===== src/rx_prot_macros.svh =====
`ifndef RX_PROT_MACROS_SVH
`define RX_PROT_MACROS_SVH

// log2 of the FIFO depth
`define RX_FIFO_AW 11

// Header register file size, one 32-bit word each
`define RX_HDR_REGS 48

// Settings address that loads the sequence number
`define RX_SEQ_ADDR 54

// Ethernet type expected in the upper half of header word 4
`define RX_ETH_TYPE 16'hBEEF

`endif


===== src/rx_set_pkg.sv =====
`default_nettype none

`include "rx_prot_macros.svh"

package rx_set_pkg;

   // Settings bus addresses
   typedef enum logic [7:0] {
      SET_HDR_W1 = 8'd1,
      SET_HDR_W2 = 8'd2,
      SET_HDR_W3 = 8'd3,
      SET_HDR_W4 = 8'd4,
      SET_SEQNUM = 8'(`RX_SEQ_ADDR)
   } set_addr_e;

endpackage

`default_nettype wire


===== src/rx_header_regs.sv =====
`timescale 1ns/100ps
`default_nettype none

`include "rx_prot_macros.svh"

module rx_header_regs
(
   input  wire logic                  clk,
   input  wire logic                  set_stb_i,
   input  wire rx_set_pkg::set_addr_e set_addr_i,
   input  wire logic [31:0]           set_data_i,
   input  wire logic [2:0]            hdr_addr_i,
   output logic [31:0]                hdr_data_o
);

   logic [31:0] regs [`RX_HDR_REGS];
   logic        wr_en;

   // Only addresses inside the file are written
   assign wr_en = set_stb_i && (set_addr_i < 8'(`RX_HDR_REGS));

   always_ff @(posedge clk)
   begin
      if (wr_en)
         regs[set_addr_i[5:0]] <= set_data_i;
   end

   // Read port follows the engine state
   assign hdr_data_o = regs[hdr_addr_i];

endmodule

`default_nettype wire


===== config.mk =====
export PLATFORM = sky130hd
export DESIGN_NAME = rx_header_regs
export DESIGN_NICKNAME = d
export VERILOG_FILES = /design/src/rx_set_pkg.sv /design/src/rx_header_regs.sv
export VERILOG_INCLUDE_DIRS = /design/src
export SDC_FILE = /design/constraint.sdc
export NUM_CORES = 1
export LEC_CHECK = 0
export BUFFER_PORTS_ARGS = -buffer_cell sky130_fd_sc_hd__buf_2
export CELL_PAD_IN_SITES_DETAIL_PLACEMENT = 1
export CELL_PAD_IN_SITES_GLOBAL_PLACEMENT = 1
export CORE_MARGIN = 5
export CORE_UTILIZATION = 50
export CTS_CLUSTER_DIAMETER = 120
export DETAILED_ROUTE_END_ITERATION = 12
export PLACE_DENSITY = 0.76
export REMOVE_ABC_BUFFERS = 1
export SYNTH_ARGS = -nofsm -noshare
export SYNTH_HDL_FRONTEND = slang
export SYNTH_SLANG_ARGS = --single-unit

===== constraint.sdc =====
create_clock -name clk -period 6.2 [get_ports clk]
set_input_delay 0.93 -clock clk [delete_from_list [all_inputs] [get_ports clk]]
set_output_delay 0.93 -clock clk [all_outputs]
set_load 0.02 [all_outputs]

==> results of run 1 <==
-- critical path: stages --
cell,delay (ns)
buf_4,0.60
buf_4,0.49
mux4_1,0.60
mux2_2,0.29
buf_2,0.16
-- cell type report --
type                       instances  area [um^2]
fill                            1611         8038
sequential                       256         7687
multi-input combinational        113         2095
clock buffer                      31        690.7
timing repair buffer              86        457.9
tap                              265        331.6
clock inverter                    14        162.7
-- worst paths after layout --
check	cells past startpoint	start	endpoint
min	1	set_data_i[11]	regs[5][11]
max	5	hdr_addr_i[0]	hdr_data_o[1]
-- layer usage --
layer  GRT usage [%]  share of wire (%)  vias to the layer above  wire length, um
met5               0               0.18                        -               34
met4           3.660                1.2                        6              229
met3           3.582                6.8                       26             1320
met2           29.85                 51                      131             9887
met1           24.37                 41                     2278             7898
li1                -                  -                     1892                -
-- stage by stage --
step	instance area, um^2	util (%)	hold slack [ns]	power (W)	cells
floorplan	9727	-	1.029	0.002026	369
global placement	10570	54.32	1.187	0.002103	720
detailed placement	10570	54.32	1.200	0.002110	720
CTS	11420	58.70	0.6648	0.003659	765
global route	11420	58.70	0.6688	0.003767	765
finish	11420	58.70	0.6865	0.003624	765
-- cells in the final DEF, fill, tap and decap left out, drive strengths merged --
cell,instances
a21oi,1
buf,86
bufinv,4
clkbuf,31
clkinv,10
edfxtp,256
mux2,32
mux4,64
nand2b,1
nand3,2
nand3b,3
nor2,6
nor2b,1
nor3,3
-- kinds of logic (layout without fill, tap and decap cells) --
family | after synthesis | in the layout | synth area share (%)
compound gates | 1 | 1 | 0.05074
simple gates | 16 | 16 | 0.8380
flops | 256 | 256 | 78.01
buf+inv | 18 | 131 | 1.295
mux | 96 | 96 | 19.81
-- report_power, final --
part	total (W)	leakage, nW	internal (W)	switching (W)
Clock	0.00155	0.419	0.000953	0.000600
Combinational	0.000164	1.07	0.0000714	0.0000925
Sequential	0.00191	2.30	0.00191	0.000000725
Total	0.00362	3.79	0.00293	0.000694
==> results.tsv, run 1 <==
stage	metric	value	unit
run_status	status	finished, final reports clean	
synthesis	synth-edff-count	256	
synthesis	syn_avg_cell_area	25.46	um^2
critical_path	worstPathArrival	3.15	ns
timing	setup_violations	0	
synthesis	synth_top_area_share	78.01	%
floorplanning	die_w	150.4	um
placed_design	dp_worst_setup_slack	2.090	ns
clock_tree	numCtsBuffers	27	
critical_path	cp_max_fo	45	
synthesis	ys_seq_elements	256	
timing	report.final.slew_viol_count	0	
power	p_leak	3.785	nW
placed_design	dp_hpwl	10620	um
timing	tightest_slew	0.9603	ns
critical_path	required	5.27	ns
synthesis	syn_area	9854	um^2
timing	finalHoldViolations	0	
grt	grt_max_degree	46	
finish	largest_reg_flops	256	
timing	relSlewSlack	35.98	%
finish	syn2layout_area_growth	15.93	%
timing	setup_tns	0	ns
route	post_drt_wl_per_cell	25.32	um
finish	fin_nets	529	
timing	timing.final.crit_share	65.73	%
critical_path	cp-end-kind	output port	
route	drcViolationCount	0	
clock_tree	postCtsSetupBuffers	0	
timing	finalWorstSetupSlack	2.125	ns
route	drtIter0Drc	332	
route	routed_wl	19370	um
grt	grt_pass1_wl	29630	um
critical_path	cp-start-kind	input port	
clock_tree	cts_resized	0	
route	drtAntennaViolNets	0	
power	vdd_drop_max	0.1851	mV
critical_path	setup.worst_path.class	input port to output port	
route	vias_per_cell	5.664	
grt	grt-ovfl-total	0	
route	vias	4333	
synthesis	synth_seq_area_share	78.01	%
placed_design	gp_routability_congestion	0.6762	
power	p_per_area	317.2	nW/um^2
floorplanning	initial_core_util	50.63	%
synthesis	yosysMostFrequentCell	edfxtp_1	
clock_tree	clk_path_buf_depth	3	
synthesis	syn_inst	387	
synthesis	synthTopCellsByArea	edfxtp_1 (78%), mux4_1 (11%), mux4_2 (5.5%), mux2_2 (3.7%), buf_6 (0.80%)	
synthesis	synth_flop_cell	edfxtp_1	
floorplanning	dieArea	22620	um^2
synthesis	yosys-top-cells-count	edfxtp_1 (256), mux4_1 (40), mux2_2 (32)	
clock_tree	htree_num_levels	1	
route	drt-pass1-iter-count	5	
synthesis	yosysWarnings	0	
clock_tree	clock_sinks	256	
clock_tree	holdBufCountCts	0	
finish	num_antenna_cells	0	
floorplanning	dieHeight	150.4	um
timing	finalCriticalPeriod	4.075	ns
synthesis	ys_types	15	
finish	drive_gt1_share	37.00	%
grt	first_global_vias	4819	
clock_tree	clkTransAtPathRegs	0.05	ns
grt	track_usage	17.72	%
floorplanning	io_pins	77	
worst_hold_path	hp-class	input port to flop	
timing	fmax	0.2454	GHz
timing	rsz0062_at_grt	no	
placed_design	place.port_buffers	76	
synthesis	async_flop_share	0	%
grt	antenna_found_initial	3	
synthesis	synth_area_leader_cell	edfxtp_1	
floorplanning	std_cell_rows	51	
clock_tree	cts_tree	built	
run	cap_violations	0	
floorplanning	fp.coreArea	19460	um^2
clock_tree	root_buffer	clkbuf_16	
No activity file was read; power rests on OpenSTA's default activity.
==> run 2: changes to the inputs <==
Settings changed: ABC_AREA from default to 1, CORE_UTILIZATION 50 to 43, PLACE_DENSITY 0.76 to 0.77.
Clock period 6.2 ns to 3.5 ns, I/O delays scaled along.
==> results.tsv, run 2 <==
stage	metric	value	unit	change
route	drtIter0Drc	405		+22%
placed_design	dp_hpwl	15220	um	+43%
floorplanning	initial_core_util	43.51	%	-7.1 points
clock_tree	clkTransAtPathRegs	0.06	ns	about the same
synthesis	synthTopCellsByArea	edfxtp_1 (68%), nand2_1 (14%), inv_1 (8.8%), nand3_1 (5.7%), buf_6 (1.1%)		
critical_path	cp_max_fo	64		+42%
synthesis	synth_seq_area_share	68.19	%	-9.8 points
floorplanning	std_cell_rows	59		+16%
critical_path	cp-start-kind	input port		
timing	setup_violations	0		unchanged
clock_tree	clock_sinks	256		unchanged
critical_path	worstPathArrival	1.96	ns	-1.19 ns
synthesis	synth_area_leader_cell	edfxtp_1		
finish	final_cell_mix	nand2_1 (420), inv_1 (263), edfxtp_1 (256)		
clock_tree	holdBufCountCts	0		unchanged
synthesis	syn_inst	1132		+190%
critical_path	setup.worst_path.class	input port to output port		
synthesis	syn_avg_cell_area	9.959	um^2	-61%
timing	setup_tns	0	ns	unchanged
grt	antenna_found_initial	3		unchanged
finish	largest_reg_flops	256		unchanged
synthesis	yosysWarnings	0		unchanged
grt	grt_pass1_wl	43490	um	+47%
clock_tree	postCtsSetupBuffers	0		unchanged
critical_path	required	2.97	ns	-2.30 ns
synthesis	synth_flop_cell	edfxtp_1		
power	p_leak	5.943	nW	+57%
finish	num_antenna_cells	0		unchanged
run	cap_violations	0		unchanged
route	drcViolationCount	0		unchanged
clock_tree	root_buffer	clkbuf_16		
run_status	status	finished, final reports clean		
worst_hold_path	hold_depth	1		unchanged
grt	track_usage	18.72	%	+1.0 points
clock_tree	clk_path_buf_depth	3		unchanged
critical_path	cp-end-kind	output port		
power	finalPower	0.006715	W	+85%
finish	syn2layout_area_growth	14.32	%	
worst_hold_path	hp-class	input port to flop		
worst_hold_path	whs_endpoint	regs[4][13]		
timing	finalHoldViolations	0		unchanged
finish	drive_gt1_share	11.35	%	-26 points
grt	first_global_vias	8303		+72%
grt	grt-ovfl-total	0		unchanged
power	vdd_drop_max	0.2968	mV	+60%
placed_design	place.port_buffers	76		unchanged
clock_tree	numCtsBuffers	27		unchanged
route	vias	7627		+76%
clock_tree	htree_num_levels	1		unchanged
timing	finalCriticalPeriod	2.488	ns	
route	vias_per_cell	4.889		-14%
timing	rsz0062_at_grt	no		
floorplanning	die_w	171.9	um	+14%
placed_design	gp_routability_congestion	0.7071		+4.6%
synthesis	synth-edff-count	256		unchanged
grt	grt_max_degree	129		+180%
finish	fin_area	12890	um^2	+13%
clock_tree	cts_tree	built		
synthesis	syn_area	11270	um^2	+14%
synthesis	synth_top_area_share	68.19	%	-9.8 points
floorplanning	io_pins	77		unchanged
timing	relSlewSlack	42.49	%	+6.5 points
timing	report.final.slew_viol_count	0		unchanged
floorplanning	dieHeight	171.9	um	+14%
placed_design	placed_cell_area	11980	um^2	+13%
finish	fin_nets	1250		+140%
floorplanning	dieArea	29550	um^2	+31%
floorplanning	fp.coreArea	25910	um^2	+33%
timing	finalWorstSetupSlack	1.012	ns	-1.113 ns
timing	tightest_slew	0.8627	ns	-0.09762 ns
synthesis	ys_types	13		-2
route	post_drt_wl_per_cell	17.66	um	-30%
route	routed_wl	27560	um	+42%
synthesis	async_flop_share	0	%	unchanged
synthesis	ys_seq_elements	256		unchanged
clock_tree	cts_resized	0		unchanged
finish	final_common_cell	nand2_1		
timing	fmax	0.4019	GHz	
synthesis	yosys-top-cells-count	nand2_1 (420), inv_1 (263), edfxtp_1 (256)		
placed_design	dp_worst_setup_slack	1.000	ns	-1.090 ns
route	drtAntennaViolNets	0		unchanged
worst_hold_path	hold_start	set_data_i[13]		
route	drt-pass1-iter-count	5		unchanged
synthesis	yosysMostFrequentCell	nand2_1		
power	p_per_area	521.0	nW/um^2	+64%
timing	timing.final.crit_share	71.09	%	
## run 2: changes by cell type after synthesis, sizes merged
cell,before,now
nor2b,1,0
nand3b,3,0
nor2,6,9
mux2,32,0
nand2b,1,0
nand4,0,3
a21oi,1,0
buf,15,41
nand2,0,420
inv,0,265
clkbuf,3,7
mux4,64,0
nor3,3,2
nand3,2,129
## run 2: cell families after synthesis
| logic type | share of synthesized area (%) |
|---|---|
| buffers and inverters | 11.54 |
| DFF | 68.19 |
| and+or+nand+nor | 20.27 |
## run 2: cell type report
class / instances / area, um^2
fill: 2880 / 13020
multi-input combinational: 563 / 2340
timing repair buffer: 92 / 540.5
sequential: 256 / 7687
tap: 335 / 419.2
clock buffer: 31 / 690.7
inverter: 265 / 997.2
clock inverter: 18 / 212.7
## run 2: how the worst max path moves through the flow
stage | startpoint | endpoint | slack (ns) | cells after the start
floorplan | set_addr_i[7] | regs[2][0] | 0.02 | 3
global placement | hdr_addr_i[1] | hdr_data_o[19] | 1.04 | 7
detailed placement | hdr_addr_i[1] | hdr_data_o[19] | 1.0 | 7
CTS | hdr_addr_i[1] | hdr_data_o[9] | 1.02 | 7
finish | hdr_addr_i[1] | hdr_data_o[31] | 1.01 | 7
global route | hdr_addr_i[1] | hdr_data_o[9] | 0.92 | 7
## run 2: worst max-delay path, cell delays in order
cell and delay (ns):
buf_2 0.09, buf_4 0.66, nand3_1 0.21, nand2_1 0.11
nand2_1 0.07, nand2_1 0.09, buf_2 0.17
## run 2: stage by stage
step | instances | utilization [%] | hold slack [ns]
2_1_floorplan | 1084 | - | 0.6239
3_3_place_gp | 1511 | 46.25 | 0.7889
3_5_place_dp | 1511 | 46.25 | 0.8003
4_1_cts | 1560 | 49.74 | 0.2500
5_1_grt | 1560 | 49.74 | 0.2574
6_report | 1560 | 49.74 | 0.2639
## run 2: report_power, final
part           switching (W)  total, W  internal [W]  leakage, nW
clock network        0.00115   0.00293       0.00178        0.441
registers         0.00000129   0.00338       0.00338         2.30
logic               0.000291  0.000407      0.000116         3.20
## run 2: metal layers
layer / part of all wire, % / global-route usage [%] / vias to the layer above
li1: - / - / 3657
met1: 41 / 23.13 / 3792
met2: 52 / 34.94 / 148
met3: 5.2 / 3.041 / 26
met4: 1.2 / 3.418 / 4
met5: 0.076 / 0 / -
==> run 3: changes to the inputs <==
Settings changed: ABC_AREA 1 to 0, CORE_UTILIZATION 43 to 50, PLACE_DENSITY 0.77 to 0.76.
Clock period 3.5 ns to 2.5 ns, I/O delays scaled along.
==> results.tsv, run 3 (synthesized netlist as in run 1, its figures left out) <==
stage	metric	value	unit	change
power	p_leak	3.851	nW	-35%
finish	drive_gt1_share	37.48	%	+26 points
grt	antenna_found_initial	3		unchanged
floorplanning	die_w	150.4	um	-13%
worst_hold_path	hold_depth	1		unchanged
timing	fmax	0.4334	GHz	
critical_path	cp_max_fo	22		-66%
critical_path	critPathMaxStageDelay	0.58	ns	-0.08 ns
route	drtAntennaViolNets	0		unchanged
route	drcViolationCount	0		unchanged
critical_path	cp-end-kind	output port		
placed_design	gp_routability_congestion	0.6805		-3.8%
grt	track_usage	17.94	%	-0.78 points
placed_design	dp_hpwl	10840	um	-29%
run	cap_violations	0		unchanged
clock_tree	clock_sinks	256		unchanged
finish	final_common_cell	edfxtp_1		
timing	timing.final.crit_share	92.30	%	
finish	largest_reg_flops	256		unchanged
critical_path	cp-start-kind	input port		
clock_tree	cts_tree	built		
timing	report.final.slew_viol_count	0		unchanged
critical_path	worstSetupStartpoint	hdr_addr_i[0]		
route	vias_per_cell	5.716		+17%
clock_tree	htree_num_levels	1		unchanged
floorplanning	initial_core_util	50.63	%	+7.1 points
clock_tree	holdBufCountCts	0		unchanged
floorplanning	io_pins	77		unchanged
timing	rsz0062_at_grt	no		
critical_path	required	2.12	ns	-0.85 ns
critical_path	worstPathArrival	1.93	ns	-0.03 ns
floorplanning	dieArea	22620	um^2	-23%
power	p_per_area	778.8	nW/um^2	+49%
timing	relSlewSlack	70.71	%	+28 points
floorplanning	std_cell_rows	51		-14%
worst_hold_path	hp-class	input port to flop		
critical_path	cpLargestDelayFamily	multiplexers		
finish	final_cell_mix	edfxtp_1 (256), buf_2 (75), mux4_1 (40)		
critical_path	setup.worst_path.class	input port to output port		
finish	syn2layout_area_growth	17.98	%	
placed_design	place.port_buffers	76		unchanged
timing	setup_violations	0		unchanged
clock_tree	cts_resized	0		unchanged
route	routed_wl	19660	um	-29%
power	finalPower	0.009054	W	+35%
timing	finalHoldViolations	0		unchanged
power	vdd_drop_max	0.5115	mV	+72%
worst_hold_path	hold_start	set_data_i[28]		
grt	grt_max_degree	65		-50%
timing	tightest_slew	0.4359	ns	-0.4268 ns
finish	fin_nets	533		-57%
timing	finalCriticalPeriod	2.307	ns	
finish	fin_util	59.74	%	+10 points
clock_tree	clkTransAtPathRegs	0.06	ns	about the same
floorplanning	dieHeight	150.4	um	-13%
clock_tree	clk_path_buf_depth	3		unchanged
route	vias	4413		-42%
run_status	status	finished, final reports clean		
floorplanning	fp.coreArea	19460	um^2	-25%
finish	fillers	1606		-44%
grt	grt_pass1_wl	29860	um	-31%
critical_path	cpMaxStageDelayCell	mux4_1		
grt	first_global_vias	4883		-41%
clock_tree	numCtsBuffers	26		-3.7%
clock_tree	postCtsSetupBuffers	0		unchanged
route	drtIter0Drc	317		-22%
finish	num_antenna_cells	0		unchanged
worst_hold_path	whs_endpoint	regs[7][28]		
route	drt-pass1-iter-count	4		-1
grt	grt-ovfl-total	0		unchanged
critical_path	cp_cell_sequence	buf_4 -> buf_12 -> mux4_1 -> mux2_2 -> buf_2		
critical_path	path_buf_inv	3		unchanged
route	post_drt_wl_per_cell	25.47	um	+44%
clock_tree	root_buffer	clkbuf_16		
[run 3: final cells by class]
class	count	area, um^2	area share [%]
timing repair buffer	91	645.6	5.553
multi-input combinational	113	2095	18.02
clock buffer	31	690.7	5.941
sequential	256	7687	66.12
clock inverter	16	176.4	1.517
tap	265	331.6	2.852
[run 3: metrics by stage]
stage,setup slack (ns),TNS [ns],hold WS [ns],instance area (um^2),cells
6_report,0.1926,0,0.1259,11630,772
5_1_grt,0.1237,0,0.1112,11630,772
4_1_cts,0.1662,0,0.1055,11630,772
3_5_place_dp,0.1772,0,0.6446,10760,725
3_3_place_gp,0.2088,0,0.6328,10760,725
2_1_floorplan,-1.020,-88.20,0.4739,9727,369
[run 3: worst max path at each step]
stage / to / slack, ns / cells past startpoint
global route: hdr_data_o[31] / 0.12 / 5
detailed placement: hdr_data_o[7] / 0.18 / 5
global placement: hdr_data_o[7] / 0.21 / 5
finish: hdr_data_o[31] / 0.19 / 5
floorplan: regs[0][0] / -1.02 / 3
CTS: hdr_data_o[26] / 0.17 / 5
[run 3: routing by layer]
layer / up-vias / wire length (um) / global-route usage, %
met1: 2353 / 8579 / 24.82
met5: - / 24 / 0
met2: 115 / 9767 / 29.60
met3: 26 / 1054 / 4.335
li1: 1913 / - / -
met4: 6 / 235 / 3.568
[run 3: where the power goes]
| group | switching, W | total [W] | leakage (nW) | internal [W] |
|---|---|---|---|---|
| Clock | 0.00153 | 0.00390 | 0.419 | 0.00237 |
| Combinational | 0.000235 | 0.000427 | 1.13 | 0.000192 |
| Sequential | 0.00000172 | 0.00473 | 2.30 | 0.00473 |
| Total | 0.00176 | 0.00905 | 3.85 | 0.00729 |
