`src/rx_prot_macros.svh`:
```
`ifndef RX_PROT_MACROS_SVH
`define RX_PROT_MACROS_SVH

// log2 of the FIFO depth
`define RX_FIFO_AW 11

// Header register file size, one 32-bit word each
`define RX_HDR_REGS 48

// Settings address that loads the sequence number
`define RX_SEQ_ADDR 54

// Ethernet type expected in the upper half of header word 4
`define RX_ETH_TYPE 16'hBEEF

`endif

```
`src/rx_prot_pkg.sv`:
```
`default_nettype none

package rx_prot_pkg;

   // MAC-side engine states, also the header register index
   typedef enum logic [2:0] {
      PROT_IDLE = 3'd0,
      PROT_HDR1 = 3'd1,
      PROT_HDR2 = 3'd2,
      PROT_HDR3 = 3'd3,
      PROT_HDR4 = 3'd4,
      PROT_HDR5 = 3'd5,
      PROT_PKT  = 3'd6
   } prot_state_e;

   // One FIFO word with its side bits
   typedef struct packed {
      logic        flag;
      logic        sop;
      logic        eop;
      logic        err;
      logic [31:0] data;
   } fifo_entry_t;

endpackage

`default_nettype wire

```
`src/rx_set_pkg.sv`:
```
`default_nettype none

`include "rx_prot_macros.svh"

package rx_set_pkg;

   // Settings bus addresses
   typedef enum logic [7:0] {
      SET_HDR_W1 = 8'd1,
      SET_HDR_W2 = 8'd2,
      SET_HDR_W3 = 8'd3,
      SET_HDR_W4 = 8'd4,
      SET_SEQNUM = 8'(`RX_SEQ_ADDR)
   } set_addr_e;

endpackage

`default_nettype wire

```
`src/rx_fifo_if.sv`:
```
`timescale 1ns/100ps
`default_nettype none

interface rx_fifo_if;

   rx_prot_pkg::fifo_entry_t wr_entry;
   logic                     write;
   logic                     full;
   rx_prot_pkg::fifo_entry_t rd_entry;
   logic                     read;
   logic                     empty;
   logic [15:0]              space;

   modport push (output wr_entry, output write, input full);
   modport pop (output read, input rd_entry, input empty);
   modport fifo (input wr_entry, input write, output full,
                 output rd_entry, input read, output empty, output space);

endinterface

`default_nettype wire

```
`src/rx_prot_engine.sv`:
```
`timescale 1ns/100ps
`default_nettype none

module rx_prot_engine
(
   input  wire logic                  clk,
   input  wire logic                  rst,
   input  wire logic                  rx_mac_ra_i,
   input  wire logic                  rx_mac_pa_i,
   input  wire logic                  rx_mac_sop_i,
   input  wire logic                  rx_mac_eop_i,
   input  wire logic                  rx_mac_err_i,
   input  wire logic [31:0]           rx_mac_data_i,
   output logic                       rx_mac_rd_o,
   input  wire logic [31:0]           hdr_data_i,
   output logic [2:0]                 hdr_addr_o,
   input  wire logic                  set_stb_i,
   input  wire rx_set_pkg::set_addr_e set_addr_i,
   input  wire logic [31:0]           set_data_i,
   rx_fifo_if.push                    push,
   output logic [7:0]                 rx_seqnum_o,
   output logic [7:0]                 rx_channel_o
);

   rx_prot_pkg::prot_state_e state;
   rx_prot_pkg::prot_state_e next_hdr;

   logic       active;
   logic       consume;
   logic       flag;
   logic       hdr_ok;
   logic [7:0] seqnum_p1;

   assign active    = (state != rx_prot_pkg::PROT_IDLE);
   assign consume   = active && rx_mac_pa_i && !push.full;
   assign seqnum_p1 = rx_seqnum_o + 8'd1;

   assign rx_mac_rd_o = active && (!push.full || !rx_mac_pa_i);
   assign hdr_addr_o  = state;

   // Every consumed word goes into the FIFO with the current flag
   assign push.write    = consume;
   assign push.wr_entry = '{flag: flag, sop: rx_mac_sop_i, eop: rx_mac_eop_i,
                            err: rx_mac_err_i, data: rx_mac_data_i};

   always_comb
   begin
      hdr_ok   = 1'b1;
      next_hdr = rx_prot_pkg::PROT_PKT;
      case (state)
         rx_prot_pkg::PROT_HDR1:
         begin
            hdr_ok   = (hdr_data_i == rx_mac_data_i);
            next_hdr = rx_prot_pkg::PROT_HDR2;
         end
         rx_prot_pkg::PROT_HDR2:
         begin
            hdr_ok   = (hdr_data_i == rx_mac_data_i);
            next_hdr = rx_prot_pkg::PROT_HDR3;
         end
         rx_prot_pkg::PROT_HDR3:
         begin
            hdr_ok   = (hdr_data_i == rx_mac_data_i);
            next_hdr = rx_prot_pkg::PROT_HDR4;
         end
         // Only the type half is checked, the channel half is ours
         rx_prot_pkg::PROT_HDR4:
         begin
            hdr_ok   = (hdr_data_i[31:16] == rx_mac_data_i[31:16]);
            next_hdr = rx_prot_pkg::PROT_HDR5;
         end
         rx_prot_pkg::PROT_HDR5:
            hdr_ok = (seqnum_p1 == rx_mac_data_i[15:8]);
         default:
            hdr_ok = 1'b1;
      endcase
   end

   always_ff @(posedge clk)
   begin
      if (rst)
      begin
         state <= rx_prot_pkg::PROT_IDLE;
         flag  <= 1'b0;
      end
      else if (!active)
      begin
         flag <= 1'b0;
         if (rx_mac_ra_i)
            state <= rx_prot_pkg::PROT_HDR1;
      end
      else if (consume)
      begin
         if (!hdr_ok)
            flag <= 1'b1;
         // A short frame may end inside the header
         if (rx_mac_eop_i || rx_mac_err_i)
            state <= rx_prot_pkg::PROT_IDLE;
         else
            state <= next_hdr;
      end
   end

   always_ff @(posedge clk)
   begin
      if (consume && state == rx_prot_pkg::PROT_HDR4)
         rx_channel_o <= hdr_data_i[15:8];
   end

   always_ff @(posedge clk)
   begin
      if (rst)
         rx_seqnum_o <= 8'hFF;
      else if (set_stb_i && set_addr_i == rx_set_pkg::SET_SEQNUM)
         rx_seqnum_o <= set_data_i[7:0];
      else if (consume && state == rx_prot_pkg::PROT_HDR5 && hdr_ok && !flag)
         rx_seqnum_o <= seqnum_p1;
   end

endmodule

`default_nettype wire

```
`src/flat_wrapper.sv`:
```
// flat-port wrapper written by rule: the top's interface ports become plain ports
module rx_prot_engine_flat 
  (clk, rst, rx_mac_ra_i, rx_mac_pa_i, rx_mac_sop_i, rx_mac_eop_i, rx_mac_err_i, rx_mac_data_i, rx_mac_rd_o, hdr_data_i, hdr_addr_o, set_stb_i, set_addr_i, set_data_i, rx_seqnum_o, rx_channel_o, push_wr_entry, push_write, push_full);
  rx_fifo_if push_i ();
  input  wire logic clk;
  input  wire logic rst;
  input  wire logic rx_mac_ra_i;
  input  wire logic rx_mac_pa_i;
  input  wire logic rx_mac_sop_i;
  input  wire logic rx_mac_eop_i;
  input  wire logic rx_mac_err_i;
  input  wire logic [31:0] rx_mac_data_i;
  output logic rx_mac_rd_o;
  input  wire logic [31:0] hdr_data_i;
  output logic [2:0] hdr_addr_o;
  input  wire logic set_stb_i;
  input  wire rx_set_pkg::set_addr_e set_addr_i;
  input  wire logic [31:0] set_data_i;
  output logic [7:0] rx_seqnum_o;
  output logic [7:0] rx_channel_o;
  output wire logic [$bits(push_i.wr_entry)-1:0] push_wr_entry;
  output wire logic [$bits(push_i.write)-1:0] push_write;
  input wire logic [$bits(push_i.full)-1:0] push_full;
  assign push_wr_entry = push_i.wr_entry;
  assign push_write = push_i.write;
  assign push_i.full = push_full;
  rx_prot_engine u_core (.clk(clk), .rst(rst), .rx_mac_ra_i(rx_mac_ra_i), .rx_mac_pa_i(rx_mac_pa_i), .rx_mac_sop_i(rx_mac_sop_i), .rx_mac_eop_i(rx_mac_eop_i), .rx_mac_err_i(rx_mac_err_i), .rx_mac_data_i(rx_mac_data_i), .rx_mac_rd_o(rx_mac_rd_o), .hdr_data_i(hdr_data_i), .hdr_addr_o(hdr_addr_o), .set_stb_i(set_stb_i), .set_addr_i(set_addr_i), .set_data_i(set_data_i), .push(push_i), .rx_seqnum_o(rx_seqnum_o), .rx_channel_o(rx_channel_o));
endmodule
```
`config.mk`:
```
export PLATFORM = sky130hd
export DESIGN_NAME = rx_prot_engine_flat
export DESIGN_NICKNAME = d
export VERILOG_FILES = /design/src/rx_prot_pkg.sv /design/src/rx_set_pkg.sv /design/src/rx_fifo_if.sv /design/src/rx_prot_engine.sv /design/src/flat_wrapper.sv
export VERILOG_INCLUDE_DIRS = /design/src
export SDC_FILE = /design/constraint.sdc
export NUM_CORES = 1
export LEC_CHECK = 0
export ABC_AREA = 1
export BUFFER_PORTS_ARGS = -buffer_cell sky130_fd_sc_hd__buf_2
export CORE_UTILIZATION = 40
export DETAILED_ROUTE_END_ITERATION = 10
export PLACE_DENSITY = 0.82
export SYNTH_ARGS = -nofsm -noshare
export SYNTH_HDL_FRONTEND = slang
export SYNTH_SLANG_ARGS = --single-unit
```
`constraint.sdc`:
```
create_clock -name clk -period 2.69 [get_ports clk]
set_clock_uncertainty 0.2 [all_clocks]
set_input_delay 0.4035 -clock clk [delete_from_list [all_inputs] [get_ports clk]]
set_output_delay 0.4035 -clock clk [all_outputs]
set_load 0.02 [all_outputs]
```
==> impl_results.md, run 1 <==
* Worst Max-Slew Pin Slew at ~0.53 ns
* Port Buffers at 143
* Setup bufs post-CTS at 0
* Die Height at around 74 um
* Sequential area share after synthesis at a little under a quarter
* Via count at 2276
* Vias in the first global route at ~2000
* Clock sinks at 20
* Drt wl/cell at roughly 11 um
* I/O Pins at 170
* F_max at between 400 and 500 MHz
* Largest net degree at the start of global routing at 12
* Core box area at 0.00488 mm2
* CTS resizes at 0
* Post-Synth XOR/XNOR Area at 9.21%
* Worst setup startpoint: u_core.rx_seqnum_o[1]$_SDFFE_PP1P_
* Final GP Congestion at slightly below 0.9
* Clk_lat worst skew at about 0.26 ns
* Final ANT Viol Nets at 0
* Final period utilization at between 80 and 90%
* CTS Hold Buffers Added at 0
* Reg2Reg Depth at 12
* Finish-stage setup viols at 0
* Total gr overflow at 0
* Status: complete, no violations
* Syn nets at around 430
* Initial Util at between 40 and 50%
* Mux contribution to synthesized area at 0%
* Distinct cells, synth at 32
* Worst Path Max Fanout at 9
* Layout Area Growth over Synthesis at 26.7%
* Diodes inserted at 0
* Crit Path Category: reg -> reg
* H-tree levels at 1
* Reg-to-reg setup timing slack at 0.49 ns
* Total GRT Usage at 19.8%
* Final hold slack at roughly 0.14 ns
* DIE AREA at between 0.005 and 0.006 mm2
* DR pass1 iterations at 4
* Simple-gate share of the synthesized area at just under 40%
* Initial DRC count at 47
* RSZ-0062 raised after global routing: false
* Final net count at approximately 540
* Capture point of the critical path: u_core.rx_seqnum_o[2]$_SDFFE_PP1P_
* Initial antenna violation count at 0
* CP Data Required Time at around 2.7 ns
* FP Rows at 25
* Global-route wire length before repair at 8510 um
* Max_cap viols at 0
* Peak VDD IR at 0.183 mV
* Slew headroom at 64.6%
* Avg Inst Size Synth at around 6.6 um2
* FF-to-FF Start: u_core.rx_seqnum_o[1]$_SDFFE_PP1P_
* Final Core Density at between 50% and 60%
* Area occupied by multi-input gates at ~0.0011 mm2
* Final Hold Violating Endpoints at 0
* DRC at 0
* Synth Area in Compound Gates at under 10%
* Post-Synthesis Cells at around 320
* Layout fillers at slightly above 500
* Area share of fa/ha/maj cells after synthesis at less than 1%
* Startpoint Class: register
* Clock root cell: clkbuf_8
* Share of cells above drive strength 1 at roughly two fifths
* Crit path time final at between 2 and 2.5 ns
* CP arrival at 2.16 ns
* Hold crit path type: in -> reg
* Reg area at 480 um2
* Pins Over Slew Limit at 0
* Synth Register Bits at 20
* DRT Wirelength at about 5300 um
* Yosys warns at 0
* Via/cell ratio at between 4 and 5
* CTS max path bufs at 2
* Clock-pin slew on the worst setup and hold paths at approximately 0.080 ns
* Die Width at 74.3 um
* Worst setup EP type: register
* PD cells at 324 mW/mm2
* Largest family of logic cells by synthesized area: simple AND/OR/NAND/NOR gates
* Mapped Area at around 0.0021 mm2
* Reg2reg end: u_core.rx_seqnum_o[2]$_SDFFE_PP1P_
* CTS tree: yes
* Setup TNS at 0 ns
* Num CTS Buffers at 3
* Leak at between 1.5 and 2 nW
* Post-DP HPWL at roughly 4500 um
* Worst Hold Launch: hdr_data_i[9]
[cell usage after synthesis]
cell type / number / area share (%)
o21bai_1: 1 / 0.36
nand2_2: 6 / 1.8
nand2_4: 1 / 0.54
buf_2: 1 / 0.24
nor4_1: 1 / 0.30
or2_2: 3 / 0.90
nor2_1: 32 / 5.7
nand2_1: 63 / 11
dfxtp_1: 12 / 11
inv_1: 37 / 6.6
or4_1: 1 / 0.36
a31oi_1: 1 / 0.30
buf_4: 39 / 14
nor2_4: 2 / 1.1
xor2_1: 10 / 4.2
nor4_4: 1 / 1.0
o211ai_1: 1 / 0.36
o21ai_0: 5 / 1.2
edfxtp_1: 8 / 11
nor3_1: 2 / 0.48
nand3_1: 37 / 8.9
nand4_1: 8 / 2.4
nor2_2: 5 / 1.5
clkinv_1: 1 / 0.18
nand3b_1: 1 / 0.36
nand3_4: 1 / 0.84
a21oi_1: 16 / 3.8
ha_1: 1 / 0.60
xnor2_1: 12 / 5.0
buf_6: 1 / 0.54
inv_2: 4 / 0.72
nand3_2: 3 / 1.4
[state kept, by name (all words and copies together) (netlist names)]
name / cells
u_core.flag: 1
u_core.hdr_addr_o: 3
u_core.rx_channel_o: 8
u_core.rx_seqnum_o: 8
[area by class of cell]
| cell class | count | share of cell area (%) |
|---|---|---|
| Clock buffer | 3 | 1.56 |
| Clock inverter | 1 | 0.142 |
| Inverter | 42 | 5.95 |
| Multi-Input combinational cell | 214 | 43.2 |
| Sequential cell | 20 | 18.1 |
| Tap cell | 67 | 3.16 |
| Timing Repair Buffer | 146 | 27.9 |
[critical path: stages (launching register included)]
cell and delay [ns]:
dfxtp_1 0.43, ha_1 0.25, nand2_1 0.11, nor2_2 0.16, nand3_1 0.12, nand3_1 0.10, nand2_1 0.07, nor2_2 0.09
nand3_2 0.11, nand3_4 0.16, nand2_4 0.11, nand3_1 0.12, nand3_2 0.08
[metrics by stage]
stage	total power, mW	worst slack, ns	cells	instance area (um2)
global route	0.920	0.270	493	2650
CTS	0.869	0.488	493	2650
global placement	0.654	0.548	489	2610
finish	0.859	0.491	493	2650
floorplan	0.565	0.588	317	2090
detailed placement	0.659	0.488	489	2610
[cells in the final DEF, fill, tap and decap left out, drive strengths merged]
cell	netlist	layout
xor2	10	10
o21bai	1	1
nor3	2	2
clkbuf	0	3
buf	41	146
nand3b	1	1
nand2	70	70
nand4	8	8
dfxtp	12	12
nor4	2	2
o21ai	5	5
a21oi	16	16
clkinv	1	2
or4	1	1
ha	1	1
edfxtp	8	8
o211ai	1	1
or2	3	3
nand3	41	41
xnor2	12	12
inv	41	41
nor2	39	39
a31oi	1	1
[layer usage]
layer  GRT usage [%]  share of wire, %  vias up
met5               0                 0        -
met3            1.90               4.4        5
li1                -                 -     1197
met4            7.34              0.97        0
met1            24.9                45      994
met2            34.8                50       80
[cell families (layout without fill, tap and decap cells)]
kind of cell | count (synthesis) | in the layout
and+or+nand+nor | 167 | 167
buffers and inverters | 83 | 192
AOI/OAI and AO/OA | 24 | 24
xor gates and xnor gates | 22 | 22
DFF | 20 | 20
adders and majority gates | 1 | 1
[worst min path at each step]
stage	cells past startpoint	slack (ns)	to
4_1_cts	1	0.13	u_core.rx_channel_o[1]$_DFFE_PP_
3_3_place_gp	2	0.32	u_core.flag$_SDFFE_PP0P_
2_1_floorplan	0	0.30	u_core.rx_channel_o[0]$_DFFE_PP_
6_report	1	0.14	u_core.rx_channel_o[1]$_DFFE_PP_
5_1_grt	1	0.12	u_core.rx_channel_o[3]$_DFFE_PP_
3_5_place_dp	2	0.32	u_core.flag$_SDFFE_PP0P_
[power breakdown]
| part | switching, mW | internal, mW |
|---|---|---|
| sequential | 0.0130 | 0.321 |
| combinational | 0.185 | 0.131 |
| clock | 0.107 | 0.102 |
Note: power is estimated with default switching activity, not from simulation.
==> inputs of run 2 (changes only) <==
Settings changed: CORE_UTILIZATION 40 to 36, PLACE_DENSITY 0.82 to 0.78.
Clock period 2.69 ns to 1.83 ns, I/O delays scaled along.
==> run 2 against run 1 <==
Compared with the run above:
- the run now ends with setup timing left
- routed wire length grew 27%
- global-route usage grew 0.43 points
- highest routed layer unchanged
- via count grew 13%
- non-clock buffer count grew 46
- worst setup slack lost 0.72 ns
- register-to-register slack lost 0.72 ns
- critical path depth grew 1
- utilization grew 5.4 points
- combinational power grew 100%
- cell area grew 25%
==> impl_results.md, run 2 (same netlist as run 1, synthesis figures left out) <==
* RSZ-0062 raised after global routing: true
* Share of cells above drive strength 1 at 55.6%
* Largest net degree at the start of global routing at 13
* Initial antenna violation count at 0
* Via count at between 2000 and 3000
* Clock root cell: clkbuf_8
* Most frequent cells in the layout: buf_2, nand2_1, buf_4
* Crit path time final at a little over 2 ns
* Initial Util at between 30% and 40%
* H-tree levels at 1
* Total gr overflow at 0
* DR pass1 iterations at 4
* I/O Pins at 170
* Leak at 1.87 nW
* Reg2reg end: u_core.rx_seqnum_o[3]$_SDFFE_PP1P_
* Worst Max-Slew Pin Slew at about 0.5 ns
* Overall Power at approximately 1.5 mW
* Clock-pin slew on the worst setup and hold paths at approximately 0.080 ns
* Clk_lat worst skew at ~0.27 ns
* Via/cell ratio at around 4.7
* Port Buffers at approximately 140
* Worst setup startpoint: u_core.rx_seqnum_o[0]$_SDFFE_PP1P_
* Status: finished, violations left
* PD cells at 456 mW/mm2
* Global-route wire length before repair at just under 10000 um
* FP Rows at 27
* Drt wl/cell at between 10 and 15 um
* Worst Path Max Fanout at 7
* Final WS setup at -0.232 ns
* Startpoint Class: register
* CP arrival at 2.01 ns
* Num CTS Buffers at 3
* Diodes inserted at 0
* Initial DRC count at 85
* Die Height at 78.2 um
* Reg2Reg Depth at 13
* Die Width at roughly 78 um
* Max_cap viols at 0
* CTS max path bufs at 2
* CP Data Required Time at between 1.5 and 2 ns
* Final net count at between 500 and 600
* Failing checks: setup timing
* Vias in the first global route at around 2300
* Crit Path Category: reg -> reg
* Pins Over Slew Limit at 0
* Worst setup EP type: register
* DIE AREA at between 0.006 and 0.007 mm2
* Layout fillers at slightly above 500
* Setup TNS at -1.50 ns
* Clock sinks at 20
* F_max at ~490 MHz
* Final period utilization at 113%
* Final GP Congestion at 0.863
* Capture point of the critical path: u_core.rx_seqnum_o[3]$_SDFFE_PP1P_
* Finish-stage setup viols at 9
* Final Hold Violating Endpoints at 0
* DRT Wirelength at 6680 um
* DRC at 0
* Reg-to-reg setup timing slack at -0.23 ns
* Leading cell type in the layout, fill and taps excluded: buf_2
* Post-DP HPWL at approximately 5000 um
* Core box area at 0.00554 mm2
* Final ANT Viol Nets at 0
* Hold crit path type: in -> reg
* Slew headroom at between 60 and 70%
* CTS tree: yes
* Layout Area Growth over Synthesis at 58.0%
* Total GRT Usage at roughly a fifth
* FF-to-FF Start: u_core.rx_seqnum_o[0]$_SDFFE_PP1P_
* Peak VDD IR at 0.305 mV
## run 2: cell count changes in the layout (fill, tap and decap cells not counted), sizes merged
cell,delta
buf,+46
clkbuf,+1
clkinv,-1
nand2,+1
## run 2: area by class of cell
| cell class | count | area, um2 | area share [%] |
|---|---|---|---|
| multi-input cells | 215 | 1360 | 41.1 |
| repair buffers | 192 | 1130 | 34.1 |
| flip-flops and latches | 20 | 503 | 15.2 |
| inverters | 42 | 160 | 4.84 |
| well taps | 72 | 90.1 | 2.73 |
| clock buffers | 4 | 66.3 | 2.01 |
## run 2: what timing repair did
action / CTS / global route
pin swaps: 9 / 27
buffers inserted: 8 / 5
setup endpoints to repair: 10 / 10
hold buffers: 0 / 0
gates resized for setup: 16 / 37
cloned: 1 / 0
endpoints found under the hold margin: 0 / 0
## run 2: metal layers
metal | track usage [%] | part of all wire (%) | up-vias
met5 | 0 | 0 | -
li1 | - | - | 1297
met1 | 24.2 | 41 | 1151
met4 | 5.74 | 2.0 | 0
met2 | 36.8 | 52 | 106
met3 | 3.14 | 5.7 | 14
## run 2: where the power goes
part | switching, mW | total, mW | internal, mW
combinational | 0.342 | 0.632 | 0.291
sequential | 0.0134 | 0.481 | 0.468
clock | 0.158 | 0.395 | 0.237
total | 0.513 | 1.51 | 0.996
## run 2: worst min-delay path by stage
stage / slack, ns / end / cells after the start / start
2_1_floorplan: 0.17 / u_core.rx_channel_o[0]$_DFFE_PP_ / 0 / hdr_data_i[8]
3_3_place_gp: 0.28 / u_core.rx_channel_o[6]$_DFFE_PP_ / 1 / hdr_data_i[14]
3_5_place_dp: 0.28 / u_core.rx_channel_o[1]$_DFFE_PP_ / 1 / hdr_data_i[9]
4_1_cts: 0.008 / u_core.rx_channel_o[1]$_DFFE_PP_ / 1 / hdr_data_i[9]
5_1_grt: 0.005 / u_core.rx_channel_o[1]$_DFFE_PP_ / 1 / hdr_data_i[9]
6_report: 0.01 / u_core.rx_channel_o[1]$_DFFE_PP_ / 1 / hdr_data_i[9]
## run 2: through the flow
| stage | hold WS [ns] | cell area [um2] | utilization (%) | instances | setup slack [ns] |
|---|---|---|---|---|---|
| global placement | 0.278 | 2920 | 52.7 | 527 | -0.0846 |
| floorplan | 0.173 | 2140 | - | 317 | -0.0384 |
| detailed placement | 0.279 | 2920 | 52.7 | 527 | -0.127 |
| global route | 0.00477 | 3310 | 59.7 | 545 | -0.320 |
| CTS | 0.00785 | 3120 | 56.3 | 540 | -0.118 |
| finish | 0.0138 | 3310 | 59.7 | 545 | -0.232 |
## run 2: worst max-delay path, cell delays in order (launching register included)
cell,delay (ns)
dfxtp_4,0.37
buf_6,0.13
inv_4,0.04
nor2_4,0.18
nand2_2,0.09
nand2_4,0.10
nand2_4,0.06
nor2_4,0.10
nor2_2,0.04
nand3_2,0.09
nand3_4,0.16
buf_6,0.17
nand4_1,0.08
nand3_1,0.10
==> inputs of run 3 (changes only) <==
Settings changed: CORE_UTILIZATION 36 to 40, PLACE_DENSITY 0.78 to 0.82.
Clock period 1.83 ns to 2.3 ns, I/O delays scaled along.
==> run 3 against run 2 <==
Compared with the run above:
- hold slack improved by 0.063 ns
- via count decreased by 10%
- sequential cell count unchanged
- sequential share of layout area increased by 2.6 points
- first-iteration DRC count decreased by 40%
- register-to-register slack improved by 0.47 ns
- clock power decreased by 9.4%
- cell area decreased by 18%
- critical path type is now reg -> out
- the run now ends clean
- non-clock buffer count decreased by 43
- die area decreased by 9.7%
- combinational power decreased by 39%
- global-route usage decreased by 0.86 points
==> impl_results.md, run 3 (same netlist as run 1, synthesis figures left out) <==
* Status: complete, no violations
* DR pass1 iterations at 4
* Initial Util at 42.9%
* Crit Path Category: reg -> out
* Startpoint Class: register
* Die Width at between 70 and 80 um
* Combinational power share at between 30% and 40%
* CTS Hold Buffers Added at 0
* Hold crit path type: in -> reg
* Leak at 1.57 nW
* Worst setup EP type: output port
* Clock sinks at 20
* Top cell by count, worst path: inv_2
* Final net count at about 540
* Vias in the first global route at between 1500 and 2000
* FF-to-FF Start: u_core.rx_seqnum_o[2]$_SDFFE_PP1P_
* Placed cell area at between 0.002 and 0.003 mm2
* Clock root cell: clkbuf_8
* Setup TNS at 0 ns
* Crit-path cells: nor2_1, inv_2, nor2_2, inv_2, nand2_2, inv_1, buf_2
* Pins Over Slew Limit at 0
* Setup bufs post-CTS at 0
* Worst Path Max Fanout at 7
* Finished Cell Area at roughly 0.0027 mm2
* Drt wl/cell at 10.9 um
* DRC at 0
* PD cells at about 420 mW/mm2
* Global-route wire length before repair at approximately 8500 um
* CP max-delay cell: dfxtp_1
* Internal power at 0.764 mW
* Sw Ratio at 32.0%
* Cells after DPL at 492
* Met3 usage at between 2 and 3%
* Grt peak-use layer: met2
* Max_cap viols at 0
* Final GP Congestion at around 0.88
* Clk_lat worst skew at between 0.2 and 0.3 ns
* Total gr overflow at 0
* Met2 Use GR at a little over a third
* Worst path max stage delay at around 0.38 ns
* CP Data Required Time at around 1.8 ns
* Sw power at between 0.3 and 0.4 mW
* Leading cell type in the layout, fill and taps excluded: buf_2
* Met1 usage at 23.8%
* Core box area at 0.00488 mm2
* Finish-stage setup viols at 0
* Layout Area Growth over Synthesis at 29.2%
* Worst Hold Launch: hdr_data_i[13]
* Final ANT Viol Nets at 0
* Post-DP HPWL at around 4600 um
* Seq pwr share at roughly 34%
* CTS max path bufs at 2
* Num CTS Buffers at 3
* Slew headroom at between 70% and 80%
* Clock-pin slew on the worst setup and hold paths at roughly 0.08 ns
* Final Hold Violating Endpoints at 0
* I/O Pins at 170
* RSZ-0062 raised after global routing: false
* DIE AREA at between 0.005 and 0.006 mm2
* Peak VDD IR at between 0.2 and 0.3 mV
* CTS tree: yes
* FP Rows at 25
* Port Buffers at roughly 140
* CP arrival at roughly 1.5 ns
* Via/cell ratio at between 4 and 5
* Final period utilization at between 80% and 90%
* Finished Layout Cells at a little under 500
* H-tree levels at 1
* Initial DRC count at between 50 and 60
* Via count at roughly 2300
* Clock share of power at about a third
* Total GRT Usage at 19.3%
* DRT Wirelength at approximately 5400 um
* Worst setup startpoint: u_core.hdr_addr_o[0]$_SDFFE_PP0P_
* Worst Max-Slew Pin Slew at about 0.34 ns
* Largest net degree at the start of global routing at 13
* Initial antenna violation count at 0
* Share of cells above drive strength 1 at 41.7%
* Most frequent cells in the layout: buf_2, nand2_1, inv_1, nand3_1, nor2_1
* Crit path time final at 2.07 ns
* Die Height at 74.3 um
* F_max at ~480 MHz
* Diodes inserted at 0
## run 3: path summary, 6_finish.rpt
| path | slack (ns) | end | cells past startpoint |
|---|---|---|---|
| setup / recovery | 0.23 | push_write | 7 |
| hold / removal | 0.08 | u_core.rx_channel_o[5]$_DFFE_PP_ | 1 |
| setup reg to reg | 0.24 | u_core.rx_seqnum_o[2]$_SDFFE_PP1P_ | 13 |
| hold reg to reg | 0.34 | u_core.flag$_SDFFE_PP0P_ | 2 |
## run 3: metal layers
metal	wire (um)	vias up
li1	-	1205
met1	2360	1018
met5	0	-
met2	2690	79
met4	40	0
met3	293	4
## run 3: cell type report
class | instances | area (um2)
clock buffers | 3 | 41.3
clock inverters | 1 | 30.0
fillers | 486 | 2180
inverters | 42 | 158
multi-input cells | 214 | 1150
flip-flops and latches | 20 | 480
well taps | 67 | 83.8
repair buffers | 149 | 761
## run 3: power groups by stage
stage	registers [mW]	logic [mW]	clock network (mW)
floorplan	0.399	0.261	0
global placement	0.392	0.379	0
detailed placement	0.392	0.385	0
CTS	0.384	0.387	0.364
global route	0.385	0.426	0.380
finish	0.384	0.383	0.358
## run 3: critical path, delay by kind of cell, from the launching register on
| family | cells | cell delay [ns] |
|---|---|---|
| and+or+nand+nor | 3 | 0.56 |
| DFF | 1 | 0.38 |
| buffers and inverters | 4 | 0.32 |
## run 3: timing repair
| action | 4_1_cts | 5_1_grt |
|---|---|---|
| endpoints found under the hold margin | 0 | 0 |
| endpoints found under the setup margin | 0 | 1 |
| gates resized for setup | 0 | 1 |
## run 3: per-stage QoR
stage	util, %	setup WS (ns)	power (mW)	hold WS (ns)
finish	55.4	0.233	1.12	0.0773
global route	55.4	0.00962	1.19	0.0701
CTS	55.3	0.223	1.13	0.0745
detailed placement	53.8	0.242	0.777	0.329
global placement	53.8	0.296	0.771	0.317
floorplan	-	0.198	0.660	0.244
